===== config.mk =====
export PLATFORM = sky130hd
export DESIGN_NAME = game_display
export DESIGN_NICKNAME = d
export VERILOG_FILES = /design/src/verilog/vga_pkg.sv /design/src/verilog/board_pkg.sv /design/src/verilog/vga_if.sv /design/src/verilog/vga_timing.sv /design/src/verilog/draw_background.sv /design/src/verilog/draw_grid.sv /design/src/verilog/vga_out.sv /design/src/verilog/game_display.sv
export SDC_FILE = /design/constraint.sdc
export NUM_CORES = 1
export LEC_CHECK = 0
export ABC_AREA = 1
export ABC_CLOCK_PERIOD_IN_PS = 2470
export CAP_MARGIN = 40
export CELL_PAD_IN_SITES_DETAIL_PLACEMENT = 0
export CELL_PAD_IN_SITES_GLOBAL_PLACEMENT = 1
export CORE_ASPECT_RATIO = 0.7
export CORE_MARGIN = 2
export CORE_UTILIZATION = 30
export DETAILED_ROUTE_END_ITERATION = 10
export DONT_BUFFER_PORTS = 1
export PLACE_DENSITY_LB_ADDON = 0.1
export SYNTH_ARGS = -nofsm -noshare
export SYNTH_HDL_FRONTEND = slang
export SYNTH_SLANG_ARGS = --single-unit

===== constraint.sdc =====
create_clock -name clk -period 2.47 [get_ports clk]
set_input_delay 0.1235 -clock clk [delete_from_list [all_inputs] [get_ports clk]]
set_output_delay 0.1235 -clock clk [all_outputs]
set_load 0.1 [all_outputs]

===== src/verilog/vga_pkg.sv =====
// ********************
// VGA timing constants and pixel-stream types for 800x600 at 60 Hz
// ********************

`default_nettype none

package vga_pkg;

    // ********************
    // Pixel-stream types
    // ********************

    typedef logic [10:0] coord_t;                  // Raster counter value
    typedef logic [11:0] rgb_t;                    // 4 bits each of red, green and blue

    // ********************
    // Horizontal timing in pixel clocks
    // ********************

    localparam coord_t h_visible    = 11'd800;     // Active pixels per line
    localparam coord_t h_sync_start = 11'd840;     // First pixel with hsync high
    localparam coord_t h_sync_end   = 11'd968;     // First pixel after the sync pulse
    localparam coord_t h_total      = 11'd1056;    // Pixels per line including blanking

    // ********************
    // Vertical timing in lines
    // ********************

    // Both sync pulses are active high for this mode, so they idle low

    localparam coord_t v_visible    = 11'd600;     // Active lines per frame
    localparam coord_t v_sync_start = 11'd601;     // First line with vsync high
    localparam coord_t v_sync_end   = 11'd605;     // First line after the sync pulse
    localparam coord_t v_total      = 11'd628;     // Lines per frame including blanking

endpackage

`default_nettype wire


===== src/verilog/board_pkg.sv =====
// ********************
// Board geometry and colours for background and grid
// ********************

`default_nettype none

package board_pkg;

    // ********************
    // Geometry
    // ********************

    localparam int cell_count = 12;                 // Cells along each side of the board
    localparam int cell_size  = 32;                 // Cell pitch in pixels, a power of two

    // The closing line sits one pixel past the last cell
    localparam vga_pkg::coord_t board_span = vga_pkg::coord_t'(cell_count * cell_size + 1);

    localparam vga_pkg::coord_t board_x = 11'd208;  // Default left edge of the board
    localparam vga_pkg::coord_t board_y = 11'd108;  // Default top edge of the board

    localparam vga_pkg::coord_t border_width = 11'd4; // Width of the screen frame

    // ********************
    // Colours
    // ********************

    localparam vga_pkg::rgb_t bg_color     = 12'h363; // Board green
    localparam vga_pkg::rgb_t border_color = 12'hfa0; // Orange screen frame
    localparam vga_pkg::rgb_t line_color   = 12'hfff; // White grid lines

endpackage

`default_nettype wire


===== src/verilog/vga_if.sv =====
// ********************
// One stage of the pixel stream with in and out modports
// ********************

`default_nettype none

interface vga_if;

    vga_pkg::coord_t hcount;   // Horizontal position of this pixel
    vga_pkg::coord_t vcount;   // Vertical position of this pixel
    logic            hsync;
    logic            vsync;
    logic            hblnk;    // High outside the visible columns
    logic            vblnk;    // High outside the visible lines
    vga_pkg::rgb_t   rgb;      // Colour painted so far

    // Driving stage
    modport out (
        output hcount, vcount,
        output hsync, vsync,
        output hblnk, vblnk,
        output rgb
    );

    // Reading stage
    modport in (
        input hcount, vcount,
        input hsync, vsync,
        input hblnk, vblnk,
        input rgb
    );

endinterface

`default_nettype wire


===== src/verilog/vga_timing.sv =====
// ********************
// Raster counters with sync and blank generation
// ********************

`default_nettype none

module vga_timing (
    input  logic clk,
    input  logic rst,
    vga_if.out   out
);

    // ********************
    // Raster position
    // ********************

    vga_pkg::coord_t h_cnt;
    vga_pkg::coord_t v_cnt;

    logic line_end;
    logic frame_end;

    assign line_end  = (h_cnt == vga_pkg::h_total - 1'b1);
    assign frame_end = (v_cnt == vga_pkg::v_total - 1'b1);

    always_ff @(posedge clk) begin
        if (rst) begin
            h_cnt <= '0;
            v_cnt <= '0;
        end else if (line_end) begin
            h_cnt <= '0;                               // Wrap and step to the next line
            if (frame_end) begin
                v_cnt <= '0;                           // Back to the top of the frame
            end else begin
                v_cnt <= v_cnt + 1'b1;
            end
        end else begin
            h_cnt <= h_cnt + 1'b1;
        end
    end

    // ********************
    // Registered stream
    // ********************

    logic hsync_nxt;
    logic vsync_nxt;
    logic hblnk_nxt;
    logic vblnk_nxt;

    always_comb begin
        hsync_nxt = (h_cnt >= vga_pkg::h_sync_start) && (h_cnt < vga_pkg::h_sync_end);
        vsync_nxt = (v_cnt >= vga_pkg::v_sync_start) && (v_cnt < vga_pkg::v_sync_end);
        hblnk_nxt = (h_cnt >= vga_pkg::h_visible);
        vblnk_nxt = (v_cnt >= vga_pkg::v_visible);
    end

    always_ff @(posedge clk) begin
        if (rst) begin
            out.hcount <= '0;
            out.vcount <= '0;
            out.hsync  <= 1'b0;
            out.vsync  <= 1'b0;
            out.hblnk  <= 1'b0;
            out.vblnk  <= 1'b0;
        end else begin
            out.hcount <= h_cnt;                       // One cycle behind the counters
            out.vcount <= v_cnt;
            out.hsync  <= hsync_nxt;
            out.vsync  <= vsync_nxt;
            out.hblnk  <= hblnk_nxt;
            out.vblnk  <= vblnk_nxt;
        end
    end

    assign out.rgb = '0;                               // Later stages paint every pixel

endmodule

`default_nettype wire


===== src/verilog/draw_background.sv =====
// ********************
// Background fill with a frame along the screen edge
// ********************

`default_nettype none

module draw_background (
    input  logic clk,
    input  logic rst,
    vga_if.in    in,
    vga_if.out   out
);

    vga_pkg::rgb_t rgb_nxt;
    logic          on_border;

    // The frame covers the outermost columns and lines of the visible area
    always_comb begin
        on_border = (in.hcount < board_pkg::border_width)
                 || (in.hcount >= vga_pkg::h_visible - board_pkg::border_width)
                 || (in.vcount < board_pkg::border_width)
                 || (in.vcount >= vga_pkg::v_visible - board_pkg::border_width);
    end

    always_comb begin
        if (on_border) begin
            rgb_nxt = board_pkg::border_color;
        end else begin
            rgb_nxt = board_pkg::bg_color;
        end
    end

    // ********************
    // Stage register
    // ********************

    always_ff @(posedge clk) begin
        if (rst) begin
            out.hcount <= '0;
            out.vcount <= '0;
            out.hsync  <= 1'b0;
            out.vsync  <= 1'b0;
            out.hblnk  <= 1'b0;
            out.vblnk  <= 1'b0;
            out.rgb    <= '0;
        end else begin
            out.hcount <= in.hcount;
            out.vcount <= in.vcount;
            out.hsync  <= in.hsync;
            out.vsync  <= in.vsync;
            out.hblnk  <= in.hblnk;
            out.vblnk  <= in.vblnk;
            out.rgb    <= rgb_nxt;                 // Replaces whatever came in
        end
    end

endmodule

`default_nettype wire


===== src/verilog/draw_grid.sv =====
// ********************
// White grid lines of the playing board
// ********************

`default_nettype none

module draw_grid #(
    parameter vga_pkg::coord_t x_pos = board_pkg::board_x,   // Left edge of the board
    parameter vga_pkg::coord_t y_pos = board_pkg::board_y    // Top edge of the board
) (
    input  logic clk,
    input  logic rst,
    vga_if.in    in,
    vga_if.out   out
);

    localparam int cell_bits = $clog2(board_pkg::cell_size);

    // ********************
    // Board-relative position
    // ********************

    vga_pkg::coord_t dx;
    vga_pkg::coord_t dy;

    // Left of or above the origin the difference wraps to a large value
    assign dx = in.hcount - x_pos;
    assign dy = in.vcount - y_pos;

    logic on_board;
    logic on_line;

    always_comb begin
        on_board = (dx < board_pkg::board_span) && (dy < board_pkg::board_span);
        on_line  = (dx[cell_bits-1:0] == '0) || (dy[cell_bits-1:0] == '0); // Cell boundaries
    end

    vga_pkg::rgb_t rgb_nxt;

    always_comb begin
        if (on_board && on_line) begin
            rgb_nxt = board_pkg::line_color;
        end else begin
            rgb_nxt = in.rgb;                      // Cell interior and off-board pixels
        end
    end

    // ********************
    // Stage register
    // ********************

    always_ff @(posedge clk) begin
        if (rst) begin
            out.hcount <= '0;
            out.vcount <= '0;
            out.hsync  <= 1'b0;
            out.vsync  <= 1'b0;
            out.hblnk  <= 1'b0;
            out.vblnk  <= 1'b0;
            out.rgb    <= '0;
        end else begin
            out.hcount <= in.hcount;
            out.vcount <= in.vcount;
            out.hsync  <= in.hsync;
            out.vsync  <= in.vsync;
            out.hblnk  <= in.hblnk;
            out.vblnk  <= in.vblnk;
            out.rgb    <= rgb_nxt;
        end
    end

endmodule

`default_nettype wire


===== src/verilog/vga_out.sv =====
// ********************
// Output register with blanking and colour channel split
// ********************

`default_nettype none

module vga_out (
    input  logic       clk,
    input  logic       rst,
    vga_if.in          in,
    output logic       hsync,
    output logic       vsync,
    output logic [3:0] r,
    output logic [3:0] g,
    output logic [3:0] b
);

    vga_pkg::rgb_t rgb_nxt;

    // The monitor expects black during both blanking intervals
    assign rgb_nxt = (in.hblnk || in.vblnk) ? '0 : in.rgb;

    always_ff @(posedge clk) begin
        if (rst) begin
            hsync <= 1'b0;
            vsync <= 1'b0;
            r     <= '0;
            g     <= '0;
            b     <= '0;
        end else begin
            hsync <= in.hsync;                     // Same delay as the colour
            vsync <= in.vsync;
            r     <= rgb_nxt[11:8];
            g     <= rgb_nxt[7:4];
            b     <= rgb_nxt[3:0];
        end
    end

endmodule

`default_nettype wire


===== src/verilog/game_display.sv =====
// ********************
// Top level of the board display pipeline
// ********************

`default_nettype none

module game_display (
    input  logic       clk,
    input  logic       rst,
    output logic       hsync,
    output logic       vsync,
    output logic [3:0] r,
    output logic [3:0] g,
    output logic [3:0] b
);

    // ********************
    // Stage buses
    // ********************

    vga_if timing_bus ();   // Raster position and sync
    vga_if bg_bus ();       // After background fill
    vga_if grid_bus ();     // After grid overlay

    // ********************
    // Pipeline
    // ********************

    vga_timing u_vga_timing (
        .clk (clk),
        .rst (rst),
        .out (timing_bus)
    );

    draw_background u_draw_background (
        .clk (clk),
        .rst (rst),
        .in  (timing_bus),
        .out (bg_bus)
    );

    draw_grid u_draw_grid (
        .clk (clk),
        .rst (rst),
        .in  (bg_bus),
        .out (grid_bus)
    );

    vga_out u_vga_out (
        .clk   (clk),
        .rst   (rst),
        .in    (grid_bus),
        .hsync (hsync),
        .vsync (vsync),
        .r     (r),
        .g     (g),
        .b     (b)
    );

endmodule

`default_nettype wire


==> flow_results.xml <==
<?xml version="1.0" encoding="UTF-8"?>
<metrics>
  <group name="global_routing">
    <metric name="grt-ovfl-total" unit="">0</metric>
    <metric name="gr-usage-all-layers" unit="%">12.5</metric>
    <metric name="wire_length_of_the_first_global_routing_pass" unit="um">12800</metric>
    <metric name="via_count_of_the_first_global_routing_pass" unit="">2577</metric>
    <metric name="grt_max_degree" unit="">65</metric>
    <metric name="grt_antenna_before_repair" unit="">0</metric>
  </group>
  <group name="critical_path">
    <metric name="startpoint" unit="">u_vga_timing.h_cnt[0]</metric>
    <metric name="setup.worst_path.class" unit="">flip-flop to flip-flop</metric>
    <metric name="arrival" unit="ps">1980</metric>
    <metric name="timing.critical_path.from_type" unit="">flip-flop</metric>
    <metric name="worst_setup_path_end_kind" unit="">flip-flop</metric>
    <metric name="critical_path.max_fanout" unit="">11</metric>
    <metric name="required" unit="ps">2700</metric>
    <metric name="crit_top_cell" unit="">sky130_fd_sc_hd__nand2_1</metric>
    <metric name="critical-path-max-stage-delay" unit="ps">380</metric>
    <metric name="worst_r2r_startpoint" unit="">u_vga_timing.h_cnt[0]</metric>
    <metric name="dominant_delay_contributor_by_cell_family_on_the_critical_path" unit="">simple AND/OR/NAND/NOR gates</metric>
    <metric name="critical-path-slowest-cell" unit="">sky130_fd_sc_hd__dfxtp_1</metric>
    <metric name="cp_num_buf_inv" unit="">0</metric>
    <metric name="crit_path_cell_trace" unit="">ha_1 &gt; nand2_2 &gt; nor2_4 &gt; nand3_1 &gt; nand2_1 &gt; nand2_1 &gt; o21ai_0 &gt; a21oi_1</metric>
  </group>
  <group name="floorplanning">
    <metric name="floorplan.rows" unit="">33</metric>
    <metric name="core_area" unit="sq um">11900</metric>
    <metric name="total_die_area" unit="sq um">13200</metric>
    <metric name="num_io_pins" unit="">16</metric>
    <metric name="die-width" unit="um">137</metric>
    <metric name="initial_cell_density_of_the_core" unit="%">31.2</metric>
    <metric name="die-height" unit="um">96.9</metric>
  </group>
  <group name="finish">
    <metric name="fillerInstances" unit="">1244</metric>
    <metric name="stdcell_count" unit="">659</metric>
    <metric name="post_route_cells_drive_above_1_share" unit="%">7.77</metric>
    <metric name="register_area" unit="sq um">1830</metric>
    <metric name="most-common-layout-cells" unit="">102 x sky130_fd_sc_hd__nor2_1, 87 x sky130_fd_sc_hd__dfxtp_1, 85 x sky130_fd_sc_hd__inv_1, 76 x sky130_fd_sc_hd__nand2_1, 34 x sky130_fd_sc_hd__nand3_1</metric>
    <metric name="layout.cells.most_common" unit="">sky130_fd_sc_hd__nor2_1</metric>
    <metric name="synthToLayoutAreaGrowth" unit="%">13.7</metric>
    <metric name="multi_input_combinational_cell_area" unit="sq um">1440</metric>
    <metric name="nets" unit="">507</metric>
    <metric name="finish.utilization" unit="%">35.4</metric>
    <metric name="antennaDiodeCount" unit="">0</metric>
  </group>
  <group name="place">
    <metric name="rd_place_congestion" unit="">0.770</metric>
    <metric name="place.port_buffers" unit="">0</metric>
    <metric name="place_hpwl" unit="um">5650</metric>
    <metric name="placedCellCount" unit="">642</metric>
  </group>
  <group name="drt">
    <metric name="route.vias.total" unit="">2820</metric>
    <metric name="routedWlPerCell" unit="um">11.7</metric>
    <metric name="post-route-drc-count" unit="">0</metric>
    <metric name="antenna_left" unit="">0</metric>
    <metric name="drt_first_pass_iters" unit="">6</metric>
    <metric name="avg_vias_per_cell" unit="">4.28</metric>
    <metric name="first_iter_violations" unit="">226</metric>
    <metric name="routed_wirelength" unit="um">7680</metric>
  </group>
  <group name="synth">
    <metric name="synth_top_area_share" unit="%">49.3</metric>
    <metric name="post_synth_num_cell_types" unit="">34</metric>
    <metric name="synthesized_instance_count" unit="">495</metric>
    <metric name="ys_warn_count" unit="">0</metric>
    <metric name="avgSynthCellArea" unit="sq um">7.46</metric>
    <metric name="synth_seq_cells" unit="">91</metric>
    <metric name="synth_largest_area_cell" unit="">sky130_fd_sc_hd__dfxtp_1</metric>
    <metric name="postSynthNetCount" unit="">505</metric>
    <metric name="synth_area" unit="sq um">3690</metric>
    <metric name="seq_area_frac_synth" unit="%">49.3</metric>
    <metric name="ys_top_cells_by_area" unit="">sky130_fd_sc_hd__dfxtp_1 49%, sky130_fd_sc_hd__nor2_1 10%, sky130_fd_sc_hd__inv_1 8.6%</metric>
  </group>
  <group name="worst_hold_path">
    <metric name="min_from" unit="">rst</metric>
    <metric name="min-delay-path-class" unit="">input port to flip-flop</metric>
  </group>
  <group name="clocking">
    <metric name="cts-root-to-sink-buffers" unit="">2</metric>
    <metric name="worstSkewPairLatency" unit="ps">340</metric>
    <metric name="cts_h_tree_depth" unit="">3</metric>
    <metric name="tritoncts_clock_tree" unit="">built</metric>
    <metric name="clk_pin_slew_worst_paths" unit="ps">70</metric>
    <metric name="cts.repair_timing.setup_buffer_count" unit="">0</metric>
    <metric name="cts_buffers" unit="">9</metric>
    <metric name="clock_tree.root_cell" unit="">sky130_fd_sc_hd__clkbuf_16</metric>
    <metric name="clock-sinks" unit="">91</metric>
  </group>
  <group name="sta">
    <metric name="fin_crit" unit="ps">1750</metric>
    <metric name="max-slew-margin-rel" unit="%">46.3</metric>
    <metric name="setup_repair_after_global_routing_missed_its_margin" unit="">no</metric>
    <metric name="report.final.setup_viol" unit="">0</metric>
    <metric name="tcrit_tclk_final" unit="%">70.9</metric>
    <metric name="fmax" unit="GHz">0.571</metric>
    <metric name="timing_max_transition_violations_final" unit="">0</metric>
    <metric name="timing_worst_slew_pin_value" unit="ps">813</metric>
    <metric name="skew" unit="ps">6.37</metric>
    <metric name="timing.setup.tns" unit="ps">0</metric>
    <metric name="finalHoldViolCount" unit="">0</metric>
  </group>
  <group name="flow_run">
    <metric name="max_cap_viol_count" unit="">0</metric>
  </group>
  <group name="power_and_ir_drop">
    <metric name="p_per_area" unit="nW/um^2">709</metric>
    <metric name="peakVddDrop" unit="uV">315</metric>
    <metric name="power_leakage" unit="uW">0.00171</metric>
  </group>
  <group name="outcome">
    <metric name="outcome" unit="">finished clean</metric>
  </group>
</metrics>
-- metal layers --
| metal | part of all wire [%] | global-route usage (%) |
|---|---|---|
| met1 | 54 | 18.3 |
| met2 | 39 | 17.0 |
| met3 | 5.7 | 3.98 |
| met4 | 1.3 | 4.09 |
| met5 | 0 | 0 |
-- state kept, by name (all words and copies together), names as in the netlist, 2 cells and up --
name	flops
u_draw_grid.out.rgb	4
u_draw_background.out.vcount	11
u_vga_timing.out.vcount	11
u_draw_background.out.rgb	3
u_vga_out.b	2
u_draw_background.out.hcount	11
u_vga_timing.out.hcount	11
u_vga_timing.h_cnt	11
u_vga_timing.v_cnt	11
-- cell families after synthesis --
| kind of cell | count (synthesis) | share of synthesized area [%] |
|---|---|---|
| flip-flops | 91 | 49.3 |
| buffers and inverters | 106 | 11.9 |
| AO/OA/AOI/OAI | 35 | 5.22 |
| AND/OR/NAND/NOR | 245 | 28.5 |
| adder cells (fa/ha/maj) | 8 | 2.71 |
| XOR/XNOR | 10 | 2.37 |
-- where the power goes --
part           internal, uW  total [uW]  switching [uW]
sequential             1480        1490            11.0
clock                   800        1410             607
combinational          17.8        79.7            61.9
total                  2300        2980             680
-- worst reg2reg max path: cells and delay by family, from the launching register on --
family,cells,cell delay [ps]
AND/OR/NAND/NOR,5,900
flip-flops,1,380
adder cells (fa/ha/maj),1,200
AO/OA/AOI/OAI,2,160
-- area by class of cell --
class / instances / area share [%]
clock buffers: 9 / 5.36
flip-flops and latches: 91 / 43.5
well taps: 157 / 4.68
clock inverters: 7 / 1.91
inverters: 87 / 7.77
multi-input cells: 298 / 34.2
repair buffers: 10 / 2.62
-- through the flow --
step / total power [uW] / instance area (sq um) / setup slack [ps] / hold WS, ps
final: 2980 / 4200 / 719 / 43.5
after global routing: 3100 / 4200 / 498 / 55.6
after CTS: 3030 / 4200 / 708 / 36.3
after detailed placement: 1590 / 3870 / 712 / 203
after global placement: 1580 / 3840 / 766 / 202
after floorplan: 1590 / 3690 / 972 / 371
-- cells in the mapped netlist, drive strengths merged --
| library cell | count |
|---|---|
| o21ai | 13 |
| o32ai | 1 |
| nor4 | 1 |
| nand4 | 11 |
| o211ai | 1 |
| buf | 17 |
| nor2 | 106 |
| xnor2 | 1 |
| o21a | 1 |
| nand3 | 34 |
| dfxtp | 91 |
| a31oi | 2 |
| o22ai | 1 |
| o21bai | 1 |
| inv | 87 |
| xor2 | 9 |
| nor3b | 1 |
| a211oi | 1 |
| a21oi | 14 |
| nor3 | 12 |
| ha | 8 |
| nand2 | 77 |
| clkbuf | 2 |
| and3 | 1 |
| nand3b | 2 |
-- repair_timing --
| action | CTS | global route |
|---|---|---|
| hold endpoints to repair | 64 | 0 |
| hold buffers | 1 | 0 |
| gates resized for setup | 0 | 0 |
-- final timing paths --
check	to	slack, ps	cells after the start
setup / recovery	u_vga_timing.v_cnt[4]	720	8
hold / removal	u_draw_background.out.rgb[9]	40	1
setup reg to reg	u_vga_timing.v_cnt[4]	720	8
hold reg to reg	u_vga_out.r[2]	400	2
Note: power is estimated with default switching activity, not from simulation.
